--- src/common/gba_macros.svh ---
// Screen geometry, raster timing, pixel divider and flash marker constants
`ifndef GBA_MACROS_SVH
`define GBA_MACROS_SVH

// ====================
// Visible screen
// ====================
`define GBA_SCREEN_W      240           // Active pixels per line
`define GBA_SCREEN_H      160           // Active lines per frame
`define GBA_FRAME_PIXELS  38400         // Framebuffer depth, 240*160
`define GBA_LAST_PIXEL    38399         // Write here closes a frame

// ====================
// Raster
// ====================
`define GBA_RASTER_SIZE   256           // Steps per line and lines per frame
`define GBA_PIX_DIV       4             // clk_sys cycles per pixel step
`define GBA_HS_START      244           // Column where hs rises
`define GBA_HS_END        252           // Column where hs falls
`define GBA_VS_START      163           // Line where vs rises
`define GBA_VS_END        166           // Line where vs falls
`define GBA_VSYNC_STRETCH 4             // Frame-end pulse length in cycles

// Save-type tag that the loader looks for inside a ROM image
`define GBA_FLASH_MARK    "FLASH1M_V"

`endif

--- src/common/loader_pkg.sv ---
// Loader types: download stream, BIOS word write and cartridge info
package loader_pkg;

	// ====================
	// Download stream from the host side
	// ====================
	typedef struct packed {
		logic        active;    // Download in progress
		logic [7:0]  index;     // 0 = BIOS, all ones = codes, else cartridge
		logic [26:0] addr;      // Byte address of the halfword
		logic [15:0] data;      // Low byte comes first in the image
		logic        wr;        // One strobe per halfword
	} dl_stream_t;

	// Packed 32-bit BIOS write towards the core
	typedef struct packed {
		logic [11:0] addr;      // Word address
		logic [31:0] data;
		logic        wr;        // Single-cycle pulse
	} bios_write_t;

	// Facts gathered while a cartridge streams by
	typedef struct packed {
		logic        flash_1m;      // Marker string seen in the image
		logic [24:0] max_pak_addr;  // Last word address of the image
	} cart_info_t;

endpackage

--- src/rtl/loader/cart_inspector.sv ---
// cart_inspector: cartridge end address capture and flash marker search
`timescale 1ns/1ps
`include "gba_macros.svh"

module cart_inspector
	import loader_pkg::*;
(
	input  logic       clk_sys,
	input  logic       reset,
	input  dl_stream_t dl,
	input  logic       cart_loading,
	output cart_info_t cart
);

	localparam logic [71:0] FLASH_MARK = `GBA_FLASH_MARK;

	logic        loading_d;         // cart_loading one cycle back
	logic        flash_1m;
	logic [24:0] max_pak_addr;
	logic [63:0] hist;              // Last eight stream bytes, newest low
	logic        lo_match;
	logic        hi_match;

	// Marker ending on the low byte, then on the high byte of this halfword
	assign lo_match = ({hist, dl.data[7:0]} == FLASH_MARK);
	assign hi_match = ({hist[55:0], dl.data[7:0], dl.data[15:8]} == FLASH_MARK);

	// ====================
	// Edge tracking and flag
	// ====================
	always_ff @(posedge clk_sys) begin
		if (reset) begin
			loading_d <= 1'b0;
			flash_1m  <= 1'b0;
		end else begin
			loading_d <= cart_loading;
			if (~loading_d & cart_loading) flash_1m <= 1'b0;  // New cart starts clean
			if (cart_loading & dl.wr & (lo_match | hi_match)) flash_1m <= 1'b1;
		end
	end

	// Byte history and end address
	always_ff @(posedge clk_sys) begin
		if (cart_loading & dl.wr) begin
			hist <= {hist[47:0], dl.data[7:0], dl.data[15:8]};  // Two bytes per strobe
		end
		if (loading_d & ~cart_loading) begin
			max_pak_addr <= dl.addr[26:2];  // Word address of the last data
		end
	end

	assign cart = '{
		flash_1m:     flash_1m,
		max_pak_addr: max_pak_addr
	};

endmodule

--- config.mk ---
export PLATFORM = sky130hd
export DESIGN_NAME = cart_inspector
export DESIGN_NICKNAME = d
export VERILOG_FILES = /design/src/common/loader_pkg.sv /design/src/rtl/loader/cart_inspector.sv
export VERILOG_INCLUDE_DIRS = /design/src /design/src/common
export SDC_FILE = /design/constraint.sdc
export NUM_CORES = 1
export LEC_CHECK = 0
export ABC_AREA = 1
export BUFFER_PORTS_ARGS = -buffer_cell sky130_fd_sc_hd__buf_2
export CELL_PAD_IN_SITES_DETAIL_PLACEMENT = 1
export CELL_PAD_IN_SITES_GLOBAL_PLACEMENT = 1
export CORE_MARGIN = 3
export CORE_UTILIZATION = 42
export CTS_BUF_LIST = sky130_fd_sc_hd__clkbuf_16
export CTS_CLUSTER_DIAMETER = 60
export DETAILED_ROUTE_END_ITERATION = 8
export PLACE_DENSITY_LB_ADDON = 0.1
export SKIP_LAST_GASP = 1
export SYNTH_ARGS = -nofsm -noshare
export SYNTH_HDL_FRONTEND = slang
export SYNTH_SLANG_ARGS = --single-unit
--- constraint.sdc ---
create_clock -name clk_sys -period 1.99 [get_ports clk_sys]
set_input_delay 0.0995 -clock clk_sys [delete_from_list [all_inputs] [get_ports clk_sys]]
set_output_delay 0.0995 -clock clk_sys [all_outputs]
set_load 0.01 [all_outputs]
==> reports/results.txt, run 1 <==
Routed Antenna Nets = 0
Cell-internal power = 3.267 mW
Fmax = 775.2 MHz
Placement Rows = 31
GPL Wtd Cong = 0.7049
Synthesis-to-layout area growth = 37.12%
Crit path DAT = 1.55 ns
Slew Limit Fails = 0
Crit Path Max Fanout = 2
Ports = 82
Die H = 94.15 um
Total track usage = 0.1656
Share of layout cells above drive strength 1 = 0.2535
Mapped Avg Cell Area = 14.44 um^2
Vias in the first global route = 2229
Cell mode on critical path = nand2_1
Drt drc = 0
GR Overflow Total = 0
Critical path type = reg -> reg
Yosys warns = 0
Setup repair bufs after CTS = 0
Count of state elements after synthesis = 91
First-pass GRT wire length = 10740 um
Gates resized, CTS repair = 0
CORE AREA = 7408 um^2
Routed WL = 6636 um
Final Hold Fails = 0
Mapped Nets = 282
Combinational Power Share = 0.051
CTS Sinks = 91
Tmin final = 1.290 ns
Clk slew on worst S/H paths = 0.06 ns
Crit path buf inv count = 1
Crit start category = register
Run status = finished clean
Reg2Reg Depth = 9
Hold Path Depth = 3
Worst-margin pin slew = 0.3376 ns
Final core occ = 0.6040
Critical-path cell list = inv_1, nand2_1, nor2_1, nand2_1, nor2_1, nand3_1, nand2_1, nand2_1, a21oi_2
Seq/Total Area, Yosys = 0.8313
Routed len/inst = 14.62 um
Clk_skew = 0.004788 ns
Clock latency on the worst-skew pair = 0.33 ns
Synthesized netlist cell count = 226
Largest net degree at the start of global routing = 65
First DRT Iteration DRCs = 97
Worst IR Drop VDD = 524.2 uV
Critical Path RT = 2.25 ns
# diodes = 0
Via density = 4.513
Final Cycle Share = 0.6482
Sequential Power Share = 0.543
Total clock buffers created by CTS = 9
Die X = 94.15 um
Nets = 406
Crit-path slowest cell = edfxtp_1
CTS tree = yes
DR vias = 2049
Leakage = 1.805 nW
Levels on crit path = 9
Max_cap viols = 0
PD cells = 912.9 nW/um^2
DR pass1 iterations = 4
Hold_buf cts = 42
RSZ-0062 raised after global routing = no
Die Area = 8863 um^2
# H-tree levels = 3
Root buf cell = clkbuf_16
Initial antenna violation count = 0
Initial Utilization = 0.4405
Hold crit path type = in -> reg
CP delay by family, top = simple AND/OR/NAND/NOR gates
Slew HR = 0.7749
Cell Area, Synth = 3263 um^2
Setup crit end kind = register
Clock buffer depth = 2
IO buf count = 70
Switch Pwr = 0.8177 mW
Setup TNS = 0 ns
Critical Path Max Stage Delay = 0.39 ns
Sw Share = 0.2002
Clk pwr share = 0.406
Post-synth cell types = 14
Post-DP HPWL = 4242 um
Final Setup Violations = 0
## worst reg2reg max path, stage by stage, from the launching register on
cell,delay [ns]
edfxtp_1,0.39
inv_1,0.10
nand2_1,0.06
nor2_1,0.11
nand2_1,0.08
nor2_1,0.11
nand3_1,0.09
nand2_1,0.09
nand2_1,0.08
a21oi_2,0.11
## cells by family after synthesis
family | after synthesis | synth area share
simple gates | 93 | 0.1173
buf+inv | 40 | 0.04716
compound gates | 2 | 0.004217
flops | 91 | 0.8313
## registers in the layout, indices dropped and copies added (netlist names)
name          count
max_pak_addr     25
hist             64
loading_d         1
flash_1m          1
## through the flow
stage / worst slack (ns) / std cells / hold WS [ns] / instance area [um^2] / total power, mW
after floorplan: 0.1675 / 226 / 0.1619 / 3263 / 2.310
after global placement: 0.7209 / 396 / 0.2757 / 3760 / 2.392
after detailed placement: 0.6916 / 396 / 0.2778 / 3760 / 2.404
after CTS: 0.6853 / 454 / 0.03419 / 4474 / 4.133
after global routing: 0.5158 / 454 / 0.06165 / 4474 / 4.240
final: 0.7000 / 454 / 0.05002 / 4474 / 4.085
## path summary, 6_finish.rpt
| path | startpoint | to | slack, ns |
|---|---|---|---|
| setup / recovery | hist[27]$_DFFE_PP_ | flash_1m$_SDFFE_PP0P_ | 0.70 |
| hold reg to reg | hist[39]$_DFFE_PP_ | hist[55]$_DFFE_PP_ | 0.45 |
| setup reg to reg | hist[27]$_DFFE_PP_ | flash_1m$_SDFFE_PP0P_ | 0.70 |
| hold / removal | cart_loading | loading_d$_SDFF_PP0_ | 0.05 |
## Yosys cell counts (all sizes together)
library cell  instances  share of area
edfxtp               89           0.82
nor2                 35          0.040
nor2b                 1         0.0019
and2                  1         0.0019
nand3                 5         0.0077
o21ai                 1         0.0015
nand2                41          0.047
nand3b                1         0.0023
nand4                 6          0.012
inv                  39          0.045
nor3                  3         0.0046
buf                   1         0.0023
dfxtp                 2          0.012
a21oi                 1         0.0027
## per-layer routing
layer,up-vias,wire (um),GRT usage
li1,1009,-,-
met1,998,2572,0.1851
met2,35,3769,0.3014
met3,7,190,0.03526
met4,0,104,0.07220
met5,-,0,0
## power groups by stage
stage / combinational (mW) / sequential (mW) / clock [mW]
finish: 0.209 / 2.22 / 1.66
global route: 0.233 / 2.23 / 1.78
CTS: 0.208 / 2.22 / 1.71
detailed placement: 0.143 / 2.26 / 0
global placement: 0.136 / 2.26 / 0
floorplan: 0.0522 / 2.26 / 0
## area by class of cell
cell class	instances	area [um^2]
Clock buffer	9	225.2
Clock inverter	7	68.82
Fill cell	747	2934
Inverter	39	146.4
Multi-Input combinational cell	95	399.1
Sequential cell	91	2713
Tap cell	99	123.9
Timing Repair Buffer	114	798.3
## cells in the final DEF (no fill, tap or decap)
cell type      count
nor2b_1            1
inv_1             39
buf_2             70
inv_6              1
buf_4              1
clkbuf_16          9
edfxtp_1          89
nand3_1            5
a21oi_2            1
nor2_1            34
nor2_2             1
bufinv_16          1
clkinv_2           2
dfxtp_1            2
nand3b_1           1
dlygate4sd3_1     42
buf_12             1
inv_2              1
clkinvlp_4         1
nand2_1           41
o21ai_0            1
nand4_1            6
clkinv_4           1
nor3_1             3
and2_1             1
No activity file was read; power rests on OpenSTA's default activity.
==> run 2: changes to the inputs <==
Settings changed: CORE_UTILIZATION 42 to 38.
Clock period 1.99 ns to 1.15 ns, I/O delays scaled along.
==> run 2 against run 1 <==
Largest cell class unchanged; largest power group unchanged; first-iteration DRC count down 13%; cell count up 3.3%; the flow now finishes with violations (setup timing); worst setup slack worse by 0.79 ns; clock skew up 0.0011 ns; register-to-register slack worse by 0.79 ns; sequential cell count unchanged; utilization down 4.3 points; via count up 0.88%; cell area up 3.5%; total power up 75%.
==> reports/results.txt, run 2 (synthesis results as in run 1) <==
Vias in the first global route = 2253
Synthesis-to-layout area growth = 41.87%
Worst IR Drop VDD = 903.4 uV
Share of layout cells above drive strength 1 = 0.2967
DR vias = 2067
Largest net degree at the start of global routing = 37
Post-layout total power = 7.148 mW
Final Cycle Share = 1.077
Final Hold Fails = 0
GR Overflow Total = 0
Tmin final = 1.238 ns
Clock buffer depth = 2
Hold_ws = 0.03991 ns
Final non-filler cell total = 469
Top Metal Used = met4
Die H = 98.67 um
Slew HR = 0.7974
Die X = 98.67 um
Post-DP HPWL = 4391 um
CP delay by family, top = simple AND/OR/NAND/NOR gates
Fmax = 807.7 MHz
Via density = 4.407
Nets = 415
PD cells = 1544 nW/um^2
WL met2 = 3395 um
Filler cells = 832
First-pass GRT wire length = 10940 um
Critical Path RT = 1.42 ns
Cell Area, Placed = 3862 um^2
Critical Path Max Stage Delay = 0.43 ns
GPL Wtd Cong = 0.7546
Max_cap viols = 0
Dpl cells = 408
Commonest non-fill, non-tap cells in the layout = edfxtp_1, buf_2, dlygate4sd3_1
Setup WS post-layout = -0.08807 ns
Post-route cell area = 4629 um^2
Run status = complete, but fails checks
Slew Limit Fails = 0
Crit-path slowest cell = edfxtp_1
Clock latency on the worst-skew pair = 0.34 ns
Failing checks = setup timing
CTS tree = yes
First DRT Iteration DRCs = 84
DP Worst Slack = -0.1553 ns
# diodes = 0
WL met1 = 2619 um
Routed WL = 6377 um
Clk_skew = 0.005893 ns
Setup crit end kind = register
# H-tree levels = 3
RSZ-0062 raised after global routing = yes
Routed len/inst = 13.60 um
Max FFs per register = 64
Placement Rows = 33
Drt drc = 0
Hold crit path type = in -> reg
Ports = 82
Initial antenna violation count = 0
Die Area = 9735 um^2
Routed Antenna Nets = 0
Final Setup Violations = 1
Crit Path Max Fanout = 2
Crit start category = register
DR pass1 iterations = 4
Crit path buf inv count = 0
Most common cell after layout, fill and taps aside = edfxtp_1
Critical path type = reg -> reg
CTS Sinks = 91
IO buf count = 70
Setup TNS = -0.08807 ns
Crit path DAT = 1.51 ns
Largest reg by FF count = hist
Clk slew on worst S/H paths = 0.06 ns
Critical-path cell list = nor2_2, nand2_1, nor2_1, nand3_1, nor2_1, nand2_1, a21oi_2
CORE AREA = 8258 um^2
Final core occ = 0.5606
Initial Utilization = 0.3952
DR WL met3 = 261 um
Root buf cell = clkbuf_16
Worst-margin pin slew = 0.3007 ns
Leakage = 1.850 nW
Total clock buffers created by CTS = 9
Largest regs = hist (64), max_pak_addr (25)
Total track usage = 0.1456
run 2: power by group:
part | switching [mW] | internal, mW | leakage (nW) | total (mW)
clock | 1.22 | 1.69 | 0.142 | 2.92
sequential | 0.0569 | 3.78 | 0.847 | 3.84
combinational | 0.176 | 0.219 | 0.862 | 0.394
run 2: cell type report:
type	count	area (um^2)	share of cell area
clock inverter	7	76.32	0.01649
timing repair buffer	123	890.9	0.1924
inverter	39	150.1	0.03243
tap	105	131.4	0.02838
clock buffer	9	225.2	0.04865
multi-input combinational	95	442.9	0.09568
sequential	91	2713	0.5859
run 2: routing by layer:
layer  GRT usage  vias up
met2      0.2517       51
met5           0        -
met3     0.04176        8
met4     0.04727        0
li1            -     1025
met1      0.1760      983
run 2: tightest hold or removal path: stages:
cell and delay (ns):
buf_2 0.15, inv_1 0.08, nor2_1 0.04
run 2: what timing repair did:
item / 4_1_cts / 5_1_grt
pin swaps: 2 / 0
hold buffers: 42 / 0
gates resized for setup: 5 / 2
gates cloned: 0 / 0
endpoints found under the hold margin: 43 / 0
setup buffers: 0 / 3
endpoints found under the setup margin: 1 / 1
run 2: path summary, 6_finish.rpt:
check,to,slack (ns),cells past startpoint,from
setup / recovery,flash_1m$_SDFFE_PP0P_,-0.09,7,hist[29]$_DFFE_PP_
hold / removal,loading_d$_SDFF_PP0_,0.04,3,cart_loading
setup reg to reg,flash_1m$_SDFFE_PP0P_,-0.09,7,hist[29]$_DFFE_PP_
hold reg to reg,hist[25]$_DFFE_PP_,0.45,0,hist[9]$_DFFE_PP_
==> run 3: changes to the inputs <==
Settings changed: GPL_TIMING_DRIVEN set to 0.
==> run 3 against run 2 <==
The flow still finishes with violations (setup timing); critical path depth is the same; global-route usage grew 0.85 points; count of clock-buffer cells in the layout is the same; via count grew 0.29%; total power shrank 0.67%; first-iteration DRC count grew 30%; sequential share of layout area grew 0.46 points; critical endpoint unchanged.
==> reports/results.txt, run 3 (synthesis results as in run 1) <==
Max_cap viols = 0
Hold crit path type = in -> reg
Share of layout cells above drive strength 1 = 0.2822
# diodes = 0
Critical Path RT = 1.42 ns
Final Cycle Share = 1.078
Crit start category = register
CORE AREA = 8258 um^2
Drt drc = 0
First DRT Iteration DRCs = 109
Post-route cell area = 4593 um^2
Worst IR Drop VDD = 935.0 uV
Final Hold Fails = 0
Leakage = 1.841 nW
Worst-margin pin slew = 0.6753 ns
Die X = 98.67 um
Crit path DAT = 1.51 ns
Largest reg by FF count = hist
Tmin final = 1.240 ns
Filler cells = 850
Clk slew on worst S/H paths = 0.07 ns
Hold_ws = 0.08739 ns
Clock latency on the worst-skew pair = 0.33 ns
Initial antenna violation count = 0
IO buf count = 70
DR pass1 iterations = 4
Setup WS post-layout = -0.08999 ns
RSZ-0062 raised after global routing = yes
Failing checks = setup timing
Die Area = 9735 um^2
Flop2flop setup slack = -0.09 ns
CTS Sinks = 91
Vias in the first global route = 2344
Slew Limit Fails = 0
Routed WL = 7005 um
CTS tree = yes
Clock buffer depth = 2
Via density = 4.411
DR vias = 2073
Commonest non-fill, non-tap cells in the layout = edfxtp_1, buf_2, dlygate4sd3_1
Total clock buffers created by CTS = 9
DP Worst Slack = -0.8544 ns
Nets = 416
Synthesis-to-layout area growth = 40.76%
Post-layout total power = 7.100 mW
Largest regs = hist (64), max_pak_addr (25)
PD cells = 1546 nW/um^2
Clk_skew = 0.006875 ns
Dpl cells = 401
Crit Path Max Fanout = 2
Final non-filler cell total = 470
Largest net degree at the start of global routing = 33
Run status = complete, but fails checks
Cell Area, Placed = 3772 um^2
Critical path type = reg -> reg
Post-DP HPWL = 4343 um
Area of the multi-input gates = 439.2 um^2
First-pass GRT wire length = 11280 um
GR Overflow Total = 0
Ports = 82
Slew HR = 0.5488
# H-tree levels = 3
Setup crit end kind = register
Final Setup Violations = 1
Initial Utilization = 0.3952
Register area = 2713 um^2
Routed Antenna Nets = 0
Die H = 98.67 um
Routed len/inst = 14.90 um
GPL Wtd Cong = 0.7041
Most common cell after layout, fill and taps aside = edfxtp_1
Placement Rows = 33
Root buf cell = clkbuf_16
Max FFs per register = 64
Total track usage = 0.1541
Fmax = 806.5 MHz
## run 3: worst max-delay path, stage by stage, from the launching register on
cell and delay, ns:
edfxtp_1 0.36, nor2_1 0.29, nand3_1 0.13, nor2_1 0.10, nand3_1 0.08, nand2_1 0.07, nand2_1 0.06, a21oi_2 0.10
## run 3: path summary, 6_finish.rpt
check                                        start               endpoint  cells past startpoint
worst max-delay path            hist[48]$_DFFE_PP_  flash_1m$_SDFFE_PP0P_                      7
worst min-delay path                  cart_loading   loading_d$_SDFF_PP0_                      3
worst max register to register  hist[48]$_DFFE_PP_  flash_1m$_SDFFE_PP0P_                      7
worst min register to register  hist[27]$_DFFE_PP_     hist[43]$_DFFE_PP_                      0
## run 3: metrics by stage
stage               utilization  TNS [ns]
finish                   0.5562  -0.08999
global route             0.5562   -0.2617
CTS                      0.5529   -0.1042
detailed placement       0.4568    -60.01
global placement         0.4568    -56.36
floorplan                     -    -16.32
## run 3: layout make-up
class / count / area share
Sequential cell: 91 / 0.5906
Timing Repair Buffer: 120 / 0.1836
Tap cell: 105 / 0.02860
Clock inverter: 7 / 0.01498
Clock buffer: 9 / 0.04903
Timing Repair inverter: 2 / 0.003269
Buffer: 1 / 0.001634
Multi-Input combinational cell: 96 / 0.09561
Inverter: 39 / 0.03269
## run 3: routing by layer
metal | track usage | share of wire | up-vias
met4 | 0.04727 | 0.011 | 0
met5 | 0 | 0 | -
met1 | 0.1609 | 0.39 | 993
li1 | - | - | 1026
met2 | 0.2980 | 0.56 | 47
met3 | 0.04105 | 0.040 | 7
## run 3: power by group
part	internal (mW)	switching, mW	total (mW)	leakage, nW
sequential	3.78	0.0577	3.84	0.847
clock	1.68	1.18	2.86	0.149
combinational	0.208	0.190	0.398	0.846
## run 3: timing repair
| action | CTS | global route |
|---|---|---|
| gates cloned | 2 | 1 |
| hold buffers | 42 | 0 |
| buffers inserted | 6 | 2 |
| gates resized for setup | 3 | 3 |
| endpoints found under the hold margin | 43 | 0 |
| pin swaps | 2 | 2 |
| setup endpoints to repair | 90 | 21 |
